### src/rtl/mem_stage_cfg.svh
`ifndef MEM_STAGE_CFG_SVH
`define MEM_STAGE_CFG_SVH

// data and address width
`define MS_XLEN 32

// byte lanes per word
`define MS_BYTES (`MS_XLEN / 8)

// one word per line, direct mapped, index taken from addr[5:2]
`define MS_DC_LINES 16

// address map
// below the uncached base is cacheable memory
`define MS_UNCACHED_BASE 32'h8000_0000

// register space from here to the top
`define MS_MMIO_BASE 32'hF000_0000

`endif
### src/rtl/mem_stage_pkg.sv
`default_nettype none
`include "mem_stage_cfg.svh"

package mem_stage_pkg;

  // access size as encoded by the execute stage
  typedef enum logic [1:0] {
    MEM_BYTE = 2'b01,
    MEM_HALF = 2'b10,
    MEM_WORD = 2'b11
  } mem_size_e;

  typedef enum logic [1:0] {
    REGION_CACHED   = 2'd0,
    REGION_UNCACHED = 2'd1,
    REGION_MMIO     = 2'd2
  } mem_region_e;

  // request from the execute stage with wdata not yet aligned
  typedef struct packed {
    logic                valid;
    logic [`MS_XLEN-1:0] addr;
    logic                we;
    mem_size_e           size;
    logic                sign;
    logic [`MS_XLEN-1:0] wdata;
  } mem_req_t;

  // request into the data cache with wdata already placed on its lanes
  typedef struct packed {
    logic                 valid;
    logic [`MS_XLEN-1:0]  addr;
    logic                 we;
    logic [`MS_BYTES-1:0] sel;
    logic [`MS_XLEN-1:0]  wdata;
    logic                 uncached;
  } dc_req_t;

  typedef struct packed {
    logic                valid;
    logic [`MS_XLEN-1:0] rdata;
  } dc_rsp_t;

  // wishbone classic master outputs
  typedef struct packed {
    logic                 cyc;
    logic                 stb;
    logic                 we;
    logic [`MS_XLEN-1:0]  adr;
    logic [`MS_XLEN-1:0]  dat;
    logic [`MS_BYTES-1:0] sel;
  } wb_req_t;

  typedef struct packed {
    logic                ack;
    logic [`MS_XLEN-1:0] dat;
  } wb_rsp_t;

endpackage

`default_nettype wire

### src/rtl/mem_stage.sv
`timescale 1ns/10ps
`default_nettype none
`include "mem_stage_cfg.svh"

module mem_stage
  import mem_stage_pkg::*;
(
  input  logic                clk_i,
  input  logic                reset_i,
  input  logic                flush_i,
  input  mem_req_t            req_i,
  output logic                stall_o,
  output logic                done_o,
  output logic [`MS_XLEN-1:0] load_data_o,
  output wb_req_t             wb_req_o,
  input  wb_rsp_t             wb_rsp_i,
  input  logic [7:0]          gpio_i,
  output logic [7:0]          gpio_o
);

  mem_region_e          region;
  mem_req_t             req_lane;
  dc_req_t              dc_req;
  dc_rsp_t              dc_rsp;
  logic                 mmio_fire;
  logic [`MS_BYTES-1:0] sel;
  logic [`MS_XLEN-1:0]  store_wdata;
  logic [`MS_XLEN-1:0]  mmio_rdata;
  logic [`MS_XLEN-1:0]  rd_word;
  logic [`MS_XLEN-1:0]  align_word;

  assign rd_word = (region == REGION_MMIO) ? mmio_rdata : dc_rsp.rdata;

  // a store has no read word, so its data goes through the aligner instead
  assign align_word = req_i.we ? req_i.wdata : rd_word;

  // same request with the store data moved onto its byte lanes
  always_comb begin
    req_lane       = req_i;
    req_lane.wdata = store_wdata;
  end

  mem_pma u_pma (
    .addr_i  (req_i.addr),
    .region_o(region)
  );

  mem_req_tracker u_tracker (
    .clk_i         (clk_i),
    .reset_i       (reset_i),
    .flush_i       (flush_i),
    .req_i         (req_lane),
    .region_i      (region),
    .sel_i         (sel),
    .dc_rsp_valid_i(dc_rsp.valid),
    .dc_req_o      (dc_req),
    .mmio_fire_o   (mmio_fire),
    .stall_o       (stall_o),
    .done_o        (done_o)
  );

  dcache_dm u_dcache (
    .clk_i   (clk_i),
    .reset_i (reset_i),
    .flush_i (flush_i),
    .dc_req_i(dc_req),
    .dc_rsp_o(dc_rsp),
    .wb_req_o(wb_req_o),
    .wb_rsp_i(wb_rsp_i)
  );

  load_align u_align (
    .addr_i (req_i.addr[1:0]),
    .size_i (req_i.size),
    .sign_i (req_i.sign),
    .word_i (align_word),
    .data_o (load_data_o),
    .sel_o  (sel),
    .wdata_o(store_wdata)
  );

  mmio_regs u_mmio (
    .clk_i  (clk_i),
    .reset_i(reset_i),
    .fire_i (mmio_fire),
    .we_i   (req_i.we),
    .addr_i (req_i.addr[3:2]),
    .sel_i  (sel),
    .wdata_i(store_wdata),
    .rdata_o(mmio_rdata),
    .gpio_i (gpio_i),
    .gpio_o (gpio_o)
  );

endmodule

`default_nettype wire

### src/rtl/mmio_regs.sv
`timescale 1ns/10ps
`default_nettype none
`include "mem_stage_cfg.svh"

module mmio_regs
  import mem_stage_pkg::*;
(
  input  logic                 clk_i,
  input  logic                 reset_i,
  input  logic                 fire_i,
  input  logic                 we_i,
  input  logic [1:0]           addr_i,
  input  logic [`MS_BYTES-1:0] sel_i,
  input  logic [`MS_XLEN-1:0]  wdata_i,
  output logic [`MS_XLEN-1:0]  rdata_o,
  input  logic [7:0]           gpio_i,
  output logic [7:0]           gpio_o
);

  localparam logic [1:0] REG_GPIO_OUT = 2'd0;
  localparam logic [1:0] REG_GPIO_IN  = 2'd1;
  localparam logic [1:0] REG_SCRATCH  = 2'd2;

  logic [7:0]          gpio_out_q;
  logic [7:0]          gpio_meta_q;
  logic [7:0]          gpio_sync_q;
  logic [`MS_XLEN-1:0] scratch_q;

  // writes to the read-only gpio_in are dropped
  always_ff @(posedge clk_i) begin
    if (reset_i) begin
      gpio_out_q <= '0;
      scratch_q  <= '0;
    end else if (fire_i && we_i) begin
      if ((addr_i == REG_GPIO_OUT) && sel_i[0]) begin
        gpio_out_q <= wdata_i[7:0];
      end
      if (addr_i == REG_SCRATCH) begin
        for (int b = 0; b < `MS_BYTES; b++) begin
          if (sel_i[b]) begin
            scratch_q[8*b +: 8] <= wdata_i[8*b +: 8];
          end
        end
      end
    end
  end

  // two-flop synchronizer for the asynchronous pins
  always_ff @(posedge clk_i) begin
    if (reset_i) begin
      gpio_meta_q <= '0;
      gpio_sync_q <= '0;
    end else begin
      gpio_meta_q <= gpio_i;
      gpio_sync_q <= gpio_meta_q;
    end
  end

  always_comb begin
    unique case (addr_i)
      REG_GPIO_OUT: rdata_o = {24'b0, gpio_out_q};
      REG_GPIO_IN:  rdata_o = {24'b0, gpio_sync_q};
      REG_SCRATCH:  rdata_o = scratch_q;
      default:      rdata_o = '0;
    endcase
  end

  assign gpio_o = gpio_out_q;

endmodule

`default_nettype wire

### src/rtl/load_align.sv
`timescale 1ns/10ps
`default_nettype none
`include "mem_stage_cfg.svh"

module load_align
  import mem_stage_pkg::*;
(
  input  logic [1:0]           addr_i,
  input  mem_size_e            size_i,
  input  logic                 sign_i,
  input  logic [`MS_XLEN-1:0]  word_i,
  output logic [`MS_XLEN-1:0]  data_o,
  output logic [`MS_BYTES-1:0] sel_o,
  output logic [`MS_XLEN-1:0]  wdata_o
);

  logic [7:0]  byte_lane;
  logic [15:0] half_lane;

  assign byte_lane = word_i[{addr_i, 3'b000} +: 8];
  assign half_lane = word_i[{addr_i[1], 4'b0000} +: 16];

  always_comb begin
    unique case (size_i)
      MEM_BYTE: begin
        data_o  = sign_i ? {{24{byte_lane[7]}}, byte_lane} : {24'b0, byte_lane};
        sel_o   = 4'b0001 << addr_i;
        wdata_o = {4{word_i[7:0]}};
      end
      MEM_HALF: begin
        data_o  = sign_i ? {{16{half_lane[15]}}, half_lane} : {16'b0, half_lane};
        sel_o   = addr_i[1] ? 4'b1100 : 4'b0011;
        wdata_o = {2{word_i[15:0]}};
      end
      // word, and anything unexpected treated as word
      default: begin
        data_o  = word_i;
        sel_o   = 4'b1111;
        wdata_o = word_i;
      end
    endcase
  end

endmodule

`default_nettype wire

### src/rtl/dcache_dm.sv
`timescale 1ns/10ps
`default_nettype none
`include "mem_stage_cfg.svh"

module dcache_dm
  import mem_stage_pkg::*;
(
  input  logic    clk_i,
  input  logic    reset_i,
  input  logic    flush_i,
  input  dc_req_t dc_req_i,
  output dc_rsp_t dc_rsp_o,
  output wb_req_t wb_req_o,
  input  wb_rsp_t wb_rsp_i
);

  localparam int IDX_W = $clog2(`MS_DC_LINES);
  localparam int TAG_W = `MS_XLEN - IDX_W - 2;

  typedef enum logic [1:0] {
    ST_IDLE,
    ST_LOOKUP,
    ST_BUS,
    ST_RESPOND
  } dc_state_e;

  dc_state_e               state_q;
  dc_state_e               state_d;
  dc_req_t                 req_q;
  logic [`MS_XLEN-1:0]     rdata_q;
  logic [`MS_DC_LINES-1:0] line_valid_q;
  logic [TAG_W-1:0]        tag_mem [`MS_DC_LINES];
  logic [`MS_XLEN-1:0]     data_mem [`MS_DC_LINES];

  logic [IDX_W-1:0] idx;
  logic [TAG_W-1:0] tag;
  logic             hit;
  logic             load_hit;
  logic             bus_active;
  logic             wb_done;

  // all lookups work on the latched request
  assign idx = req_q.addr[IDX_W+1:2];
  assign tag = req_q.addr[`MS_XLEN-1:IDX_W+2];

  assign hit        = line_valid_q[idx] && (tag_mem[idx] == tag) && !req_q.uncached;
  assign load_hit   = hit && !req_q.we;
  // misses, stores and uncached accesses go out on the bus from lookup on
  assign bus_active = ((state_q == ST_LOOKUP) && !load_hit) || (state_q == ST_BUS);
  assign wb_done    = bus_active && wb_rsp_i.ack;

  always_comb begin
    state_d = state_q;
    unique case (state_q)
      ST_IDLE: begin
        if (dc_req_i.valid) begin
          state_d = ST_LOOKUP;
        end
      end
      ST_LOOKUP: begin
        if (load_hit) begin
          state_d = ST_IDLE;
        end else if (wb_rsp_i.ack) begin
          state_d = ST_RESPOND;
        end else begin
          state_d = ST_BUS;
        end
      end
      ST_BUS: begin
        if (wb_rsp_i.ack) begin
          state_d = ST_RESPOND;
        end
      end
      default: begin
        state_d = ST_IDLE;
      end
    endcase
  end

  always_ff @(posedge clk_i) begin
    if (reset_i) begin
      state_q <= ST_IDLE;
    end else begin
      state_q <= state_d;
    end
  end

  always_ff @(posedge clk_i) begin
    if ((state_q == ST_IDLE) && dc_req_i.valid) begin
      req_q <= dc_req_i;
    end
    if (wb_done) begin
      rdata_q <= wb_rsp_i.dat;
    end
  end

  // only a cacheable load refill makes a line valid
  always_ff @(posedge clk_i) begin
    if (reset_i || flush_i) begin
      line_valid_q <= '0;
    end else if (wb_done && !req_q.uncached && !req_q.we) begin
      line_valid_q[idx] <= 1'b1;
    end
  end

  // refill on load miss, byte merge on store hit, no allocate on store miss
  always_ff @(posedge clk_i) begin
    if (wb_done && !req_q.uncached) begin
      if (!req_q.we) begin
        tag_mem[idx]  <= tag;
        data_mem[idx] <= wb_rsp_i.dat;
      end else if (hit) begin
        for (int b = 0; b < `MS_BYTES; b++) begin
          if (req_q.sel[b]) begin
            data_mem[idx][8*b +: 8] <= req_q.wdata[8*b +: 8];
          end
        end
      end
    end
  end

  always_comb begin
    dc_rsp_o.valid = ((state_q == ST_LOOKUP) && load_hit) || (state_q == ST_RESPOND);
    dc_rsp_o.rdata = (state_q == ST_RESPOND) ? rdata_q : data_mem[idx];
  end

  // bus fields come straight from req_q, so they hold until ack
  always_comb begin
    wb_req_o.cyc = bus_active;
    wb_req_o.stb = bus_active;
    wb_req_o.we  = req_q.we;
    wb_req_o.adr = {req_q.addr[`MS_XLEN-1:2], 2'b00};
    wb_req_o.dat = req_q.wdata;
    // loads always fetch the full word
    wb_req_o.sel = req_q.we ? req_q.sel : '1;
  end

endmodule

`default_nettype wire

### src/rtl/mem_req_tracker.sv
`timescale 1ns/10ps
`default_nettype none
`include "mem_stage_cfg.svh"

module mem_req_tracker
  import mem_stage_pkg::*;
(
  input  logic                 clk_i,
  input  logic                 reset_i,
  input  logic                 flush_i,
  input  mem_req_t             req_i,
  input  mem_region_e          region_i,
  input  logic [`MS_BYTES-1:0] sel_i,
  input  logic                 dc_rsp_valid_i,
  output dc_req_t              dc_req_o,
  output logic                 mmio_fire_o,
  output logic                 stall_o,
  output logic                 done_o
);

  logic                valid_q;
  logic [`MS_XLEN-1:0] addr_q;
  logic                we_q;
  mem_size_e           size_q;
  logic                open_q;
  logic                req_changed;
  logic                fire;
  logic                mem_fire;

  // copy of last cycle's request, used to spot a new one
  always_ff @(posedge clk_i) begin
    if (reset_i || flush_i) begin
      valid_q <= 1'b0;
      addr_q  <= '0;
      we_q    <= 1'b0;
      size_q  <= MEM_WORD;
    end else begin
      valid_q <= req_i.valid;
      addr_q  <= req_i.addr;
      we_q    <= req_i.we;
      size_q  <= req_i.size;
    end
  end

  // wdata is left out since it depends on forwarding, which depends on stall_o
  assign req_changed = (req_i.valid && !valid_q) || (req_i.addr != addr_q) ||
                       (req_i.we != we_q) || (req_i.size != size_q);
  assign fire        = req_i.valid && req_changed && !open_q && !flush_i;
  assign mem_fire    = fire && (region_i != REGION_MMIO);
  assign mmio_fire_o = fire && (region_i == REGION_MMIO);

  // open from the fire until the cache answers
  always_ff @(posedge clk_i) begin
    if (reset_i || flush_i) begin
      open_q <= 1'b0;
    end else if (mem_fire) begin
      open_q <= 1'b1;
    end else if (dc_rsp_valid_i) begin
      open_q <= 1'b0;
    end
  end

  always_comb begin
    dc_req_o.valid    = mem_fire;
    dc_req_o.addr     = req_i.addr;
    dc_req_o.we       = req_i.we;
    dc_req_o.sel      = sel_i;
    dc_req_o.wdata    = req_i.wdata;
    dc_req_o.uncached = (region_i == REGION_UNCACHED);
  end

  assign stall_o = mem_fire || (open_q && !dc_rsp_valid_i);
  assign done_o  = (open_q && dc_rsp_valid_i) || mmio_fire_o;

endmodule

`default_nettype wire

### src/rtl/mem_pma.sv
`timescale 1ns/10ps
`default_nettype none
`include "mem_stage_cfg.svh"

module mem_pma
  import mem_stage_pkg::*;
(
  input  logic [`MS_XLEN-1:0] addr_i,
  output mem_region_e         region_o
);

  // the regions are contiguous, so two compares against the bases are enough
  always_comb begin
    if (addr_i < `MS_UNCACHED_BASE) begin
      region_o = REGION_CACHED;
    end else if (addr_i < `MS_MMIO_BASE) begin
      region_o = REGION_UNCACHED;
    end else begin
      region_o = REGION_MMIO;
    end
  end

endmodule

`default_nettype wire

### config.mk
export PLATFORM = sky130hd
export DESIGN_NAME = mem_stage
export DESIGN_NICKNAME = d
export VERILOG_FILES = /design/src/rtl/mem_stage_pkg.sv /design/src/rtl/mem_stage.sv /design/src/rtl/mmio_regs.sv /design/src/rtl/load_align.sv /design/src/rtl/dcache_dm.sv /design/src/rtl/mem_req_tracker.sv /design/src/rtl/mem_pma.sv
export VERILOG_INCLUDE_DIRS = /design/src /design/src/rtl
export SDC_FILE = /design/constraint.sdc
export NUM_CORES = 1
export LEC_CHECK = 0
export BUFFER_PORTS_ARGS = -buffer_cell sky130_fd_sc_hd__buf_2
export CORE_MARGIN = 8
export CORE_UTILIZATION = 60
export CTS_CLUSTER_DIAMETER = 40
export CTS_CLUSTER_SIZE = 24
export DETAILED_ROUTE_END_ITERATION = 16
export PLACE_DENSITY = 0.77
export SYNTH_ARGS = -nofsm -noshare
export SYNTH_HDL_FRONTEND = slang
export SYNTH_HIERARCHICAL = 1
export SYNTH_SLANG_ARGS = --single-unit
### constraint.sdc
create_clock -name clk_i -period 13.2 [get_ports clk_i]
set_input_delay 2.64 -clock clk_i [delete_from_list [all_inputs] [get_ports clk_i]]
set_output_delay 2.64 -clock clk_i [all_outputs]
set_load 0.05 [all_outputs]
==> flow_summary.json, run 1 <==
{
  "pwr-share-clk_pct": 43.2,
  "io_buffers": 223,
  "reg2reg_slack_ns": 6.20,
  "cts_buffers": 131,
  "start_util_pct": 60.6,
  "finalCritPeriodShare_pct": 66.8,
  "globalplace.congestion": 0.941,
  "clock_sinks": 1143,
  "worst_pin_slew_ns": 1.34,
  "rsz0062_at_grt": "no",
  "drive_above_1_share_pct": 30.5,
  "dp_slack_ns": 4.61,
  "wl_mm": 132,
  "hold_viol": 0,
  "area_growth_syn_to_layout_pct": 11.4,
  "grt_max_degree": 103,
  "drt_iter0_markers": 3569,
  "coreArea_mm2": 0.0805,
  "setup_viol_count_final": 0,
  "p_sw_mw": 2.21,
  "synthCells": 2774,
  "leakagePower_nw": 18.4,
  "grt_overflow": 0,
  "postCtsSetupBuffers": 0,
  "die_x_um": 301,
  "utilization_pct": 67.6,
  "worst_hold_path_type": "reg -> reg",
  "fin_crit_ns": 8.82,
  "relSlewSlack_pct": 10.7,
  "clock-skew-final_ns": 0.0420,
  "critPathMaxFanout": 43,
  "seq_power_share_pct": 46.8,
  "post_drt_wl_per_cell_um": 32.6,
  "ioPinCount": 226,
  "layout_setup_ws_ns": 4.38,
  "dpl.hpwl_mm": 82.4,
  "cp-end-kind": "output port",
  "final_net_count": 2992,
  "cts_hold_buffers": 0,
  "setup_tns_ns": 0,
  "drcViolationCount": 0,
  "cts_max_level": 4,
  "synth_area_per_cell_um2": 17.6,
  "cts_resized": 0,
  "first_pass_iters": 7,
  "fmax_ghz": 0.113,
  "ys_warn_count": 6,
  "p_int_mw": 6.49,
  "cts_tree": "done",
  "design.die.area_mm2": 0.0908,
  "die_h_um": 301,
  "arrival_ns": 6.18,
  "vdd_drop_max_v": 0.000202,
  "vias": 27221,
  "grt_pass1_vias": 27425,
  "grt_util_all_layers_pct": 28.7,
  "power_mw": 8.71,
  "cp-start-kind": "flop",
  "max_cap_violations": 0,
  "root_buffer": "clkbuf_16",
  "drv_slew": 0,
  "pwr-share-comb_pct": 10.1,
  "holdWs_ns": 0.450,
  "required_ns": 10.56,
  "ant_nets": 0,
  "antenna_found_initial": 8,
  "via_per_inst": 6.72,
  "syn_area_mm2": 0.0488,
  "power_density_mw_per_mm2": 160,
  "switching_share_pct": 25.4,
  "rows": 104,
  "clock_latency_ns": 0.74,
  "status": "completed",
  "crit_type": "reg -> out",
  "grt_pass1_wl_mm": 190,
  "max-clock-path-buffers": 3,
  "path_clk_slew_ns": 0.07
}
layer usage:
metal	part of all wire, %	global-route usage [%]
met2	47	44.3
met3	12	9.15
met5	0.018	0
met1	37	39.0
met4	3.1	9.39
critical path, cell delays in order, from the launching register on:
cell     delay [ns]
dfxtp_4        0.89
buf_4          0.78
mux4_2         0.62
a22oi_1        0.22
nand2_1        0.11
xor2_1         0.18
or4b_1         0.59
or4_1          0.78
nor4_1         0.52
o21a_1         0.25
nand2_1        0.07
o21ai_1        0.08
buf_2          0.29
cells in the final DEF, fill, tap and decap left out, types with 7 or more instances in the layout:
cell type,instances
nand3_1,22
inv_6,25
a22oi_1,17
nand2_1,129
nor4_1,7
mux4_2,252
clkbuf_16,136
xor2_1,38
inv_1,53
a221oi_1,16
clkinv_2,23
o311ai_2,30
o41ai_1,17
buf_2,222
a22o_1,11
xnor2_1,10
a21oi_1,77
bufinv_16,12
and2_1,64
clkbuf_1,7
mux2_4,32
nand4_1,7
mux2_2,44
clkinvlp_4,12
nand4bb_1,33
edfxtp_1,1028
nor2b_1,47
nand2b_1,89
clkinv_1,7
nor2_4,12
dfxtp_1,111
nor2_1,42
clkinv_4,9
o21ai_0,24
buf_4,48
a221o_1,10
mux2i_1,123
cell type report:
cell class	instances	area, µm²
Clock buffer	143	3430
Multi-Input combinational cell	1275	13600
Sequential cell	1143	33200
Inverter	55	208
Clock inverter	100	1160
Antenna cell	5	12.5
Timing Repair Buffer	271	1490
Fill cell	5059	26100
Tap cell	1060	1330
registers in the layout, indices dropped and copies added (netlist names), 16 cells and up, named ones only:
| signal | flops |
|---|---|
| u_dcache/data_mem | 512 |
| u_dcache/tag_mem | 416 |
| u_dcache/wb_req_o | 63 |
| u_dcache/rdata_q | 32 |
| u_mmio/scratch_q | 32 |
| u_tracker/addr_q | 32 |
| u_dcache/line_valid_q | 16 |
per-stage QoR:
step	area (µm²)	cells
after floorplan	48800	2775
after global placement	49800	3804
after detailed placement	49800	3804
after CTS	54400	4047
after global routing	54400	4049
final	54400	4052
power groups by stage:
stage / combinational, mW / sequential [mW] / clock [mW]
finish: 0.878 / 4.07 / 3.76
global placement: 0.845 / 4.14 / 0
CTS: 0.866 / 4.07 / 3.79
global route: 0.911 / 4.08 / 3.94
floorplan: 0.670 / 4.09 / 0
detailed placement: 0.855 / 4.15 / 0
final timing paths:
path | endpoint | cells after the start | start
min reg2reg | u_mmio/gpio_sync_q[2] | 1 | u_mmio/gpio_meta_q[2]
min | u_mmio/gpio_sync_q[2] | 1 | u_mmio/gpio_meta_q[2]
max reg2reg | u_dcache/data_mem[13][19] | 9 | flop
max | done_o | 12 | flop
Note: power is estimated with default switching activity, not from simulation.
==> run 2, diff against run 1 <==
Settings changed: CORE_UTILIZATION 60 to 56, PLACE_DENSITY 0.77 to 0.76.
Clock period 13.2 ns to 7.7 ns, I/O delays scaled along.
==> run 2 against run 1 <==
Net effect: sequential power increased by 71%; global-route usage decreased by 1.6 points; register-to-register slack got worse by 4.9 ns; clock power increased by 72%; non-clock buffer count increased by 52; setup slack got worse by 4.1 ns; worst hold slack got worse by 0.012 ns; flip-flop and latch count unchanged; combinational power increased by 74%; utilization decreased by 4.1 points; largest cell class unchanged; highest routed layer is now met4.
==> flow_summary.json, run 2 (synthesized netlist as in run 1, its figures left out) <==
{
  "status": "completed",
  "drive_above_1_share_pct": 31.6,
  "globalplace.congestion": 0.914,
  "ioPinCount": 226,
  "root_buffer": "clkbuf_16",
  "via_per_inst": 6.62,
  "layout_setup_ws_ns": 0.299,
  "finalCritPeriodShare_pct": 96.1,
  "regMostFlops": "u_dcache/data_mem",
  "critPathTopFamily": "simple AND/OR/NAND/NOR gates",
  "design.die.area_mm2": 0.0969,
  "grt_overflow": 0,
  "grt_max_degree": 96,
  "max_stage_delay_ns": 0.83,
  "place_area_mm2": 0.0504,
  "die_h_um": 311,
  "critPathMaxFanout": 61,
  "power_density_mw_per_mm2": 272,
  "leakagePower_nw": 18.7,
  "required_ns": 6.16,
  "ant_nets": 0,
  "cp-end-kind": "output port",
  "largest_reg_flops": 512,
  "clock_latency_ns": 0.75,
  "wl_mm": 134,
  "vdd_drop_max_v": 0.000196,
  "first_pass_iters": 6,
  "area_growth_syn_to_layout_pct": 12.6,
  "hold_viol": 0,
  "grt_pass1_wl_mm": 193,
  "drt_iter0_markers": 3944,
  "cp-start-kind": "flop",
  "cts_tree": "done",
  "worst_hold_path_type": "reg -> reg",
  "vias": 27771,
  "path_clk_slew_ns": 0.07,
  "final_net_count": 3044,
  "cts_hold_buffers": 0,
  "worst_pin_slew_ns": 1.38,
  "dp_slack_ns": 1.22,
  "layout_common_cells": "edfxtp_1, mux4_2, buf_2",
  "max-clock-path-buffers": 3,
  "coreArea_mm2": 0.0866,
  "postLayoutCellArea_mm2": 0.0550,
  "rows": 108,
  "antenna_found_initial": 4,
  "fin_crit_ns": 7.40,
  "utilization_pct": 63.5,
  "rsz0062_at_grt": "no",
  "setup_tns_ns": 0,
  "io_buffers": 223,
  "dpl.hpwl_mm": 85.2,
  "setup_viol_count_final": 0,
  "power_mw": 15.0,
  "drv_slew": 0,
  "relSlewSlack_pct": 7.98,
  "post_drt_wl_per_cell_um": 32.0,
  "path_cells": "buf_4 > mux4_2 > mux2i_1 > mux2i_1 > xnor2_1 > o2111ai_1 > or4_1 > nor4_1 > o21a_1 > nand2_1 > o21ai_1 > buf_2",
  "fin_cells": 4196,
  "postCtsSetupBuffers": 0,
  "cts_resized": 0,
  "max_cap_violations": 0,
  "fmax_ghz": 0.135,
  "clock_sinks": 1143,
  "holdWs_ns": 0.439,
  "crit_top_cell": "mux2i_1",
  "clock-skew-final_ns": 0.0438,
  "fillers": 5822,
  "crit_type": "reg -> out",
  "start_util_pct": 56.4,
  "dp_cells": 3951,
  "cp_slowest_cell": "buf_4",
  "grt_util_all_layers_pct": 27.1,
  "critPathBufInv": 2,
  "layout_commonest_cell": "edfxtp_1",
  "cts_max_level": 4,
  "die_x_um": 311,
  "arrival_ns": 5.86,
  "grt_pass1_vias": 27458,
  "cts_buffers": 131,
  "drcViolationCount": 0
}
run 2: worst reg2reg max path: stages (launching register included):
cell       delay [ns]
dfxtp_4          0.69
buf_4            0.85
mux4_2           0.62
mux2i_1          0.15
mux2i_1          0.11
xnor2_1          0.33
o2111ai_1        0.25
or4_1            0.77
or4_1            1.14
a21oi_1          1.04
run 2: report_power, final:
group | switching (mW) | internal (mW)
clock network | 2.77 | 3.70
registers | 0.119 | 6.84
logic | 0.968 | 0.560
run 2: final timing paths:
kind | startpoint | endpoint | slack (ns) | cells past startpoint
max | flop | done_o | 0.30 | 12
min | u_mmio/gpio_meta_q[4] | u_mmio/gpio_sync_q[4] | 0.44 | 1
max reg2reg | flop | u_dcache/data_mem[9][20] | 1.33 | 9
min reg2reg | u_mmio/gpio_meta_q[4] | u_mmio/gpio_sync_q[4] | 0.44 | 1
run 2: per-layer routing:
layer	vias up	track usage, %	wire, µm
met1	14328	37.4	50800
met5	-	0	0
met2	1962	41.5	62400
met3	306	7.60	16200
met4	0	9.80	4680
li1	11175	-	-
run 2: layout make-up:
cell class | count | area (µm²) | area share, %
inverter | 55 | 208 | 0.378
sequential | 1143 | 33200 | 60.4
multi-input combinational | 1275 | 13600 | 24.8
tap | 1155 | 1450 | 2.63
timing repair buffer | 323 | 1920 | 3.49
clock buffer | 145 | 3420 | 6.21
clock inverter | 97 | 1180 | 2.15
antenna | 3 | 7.51 | 0.0137
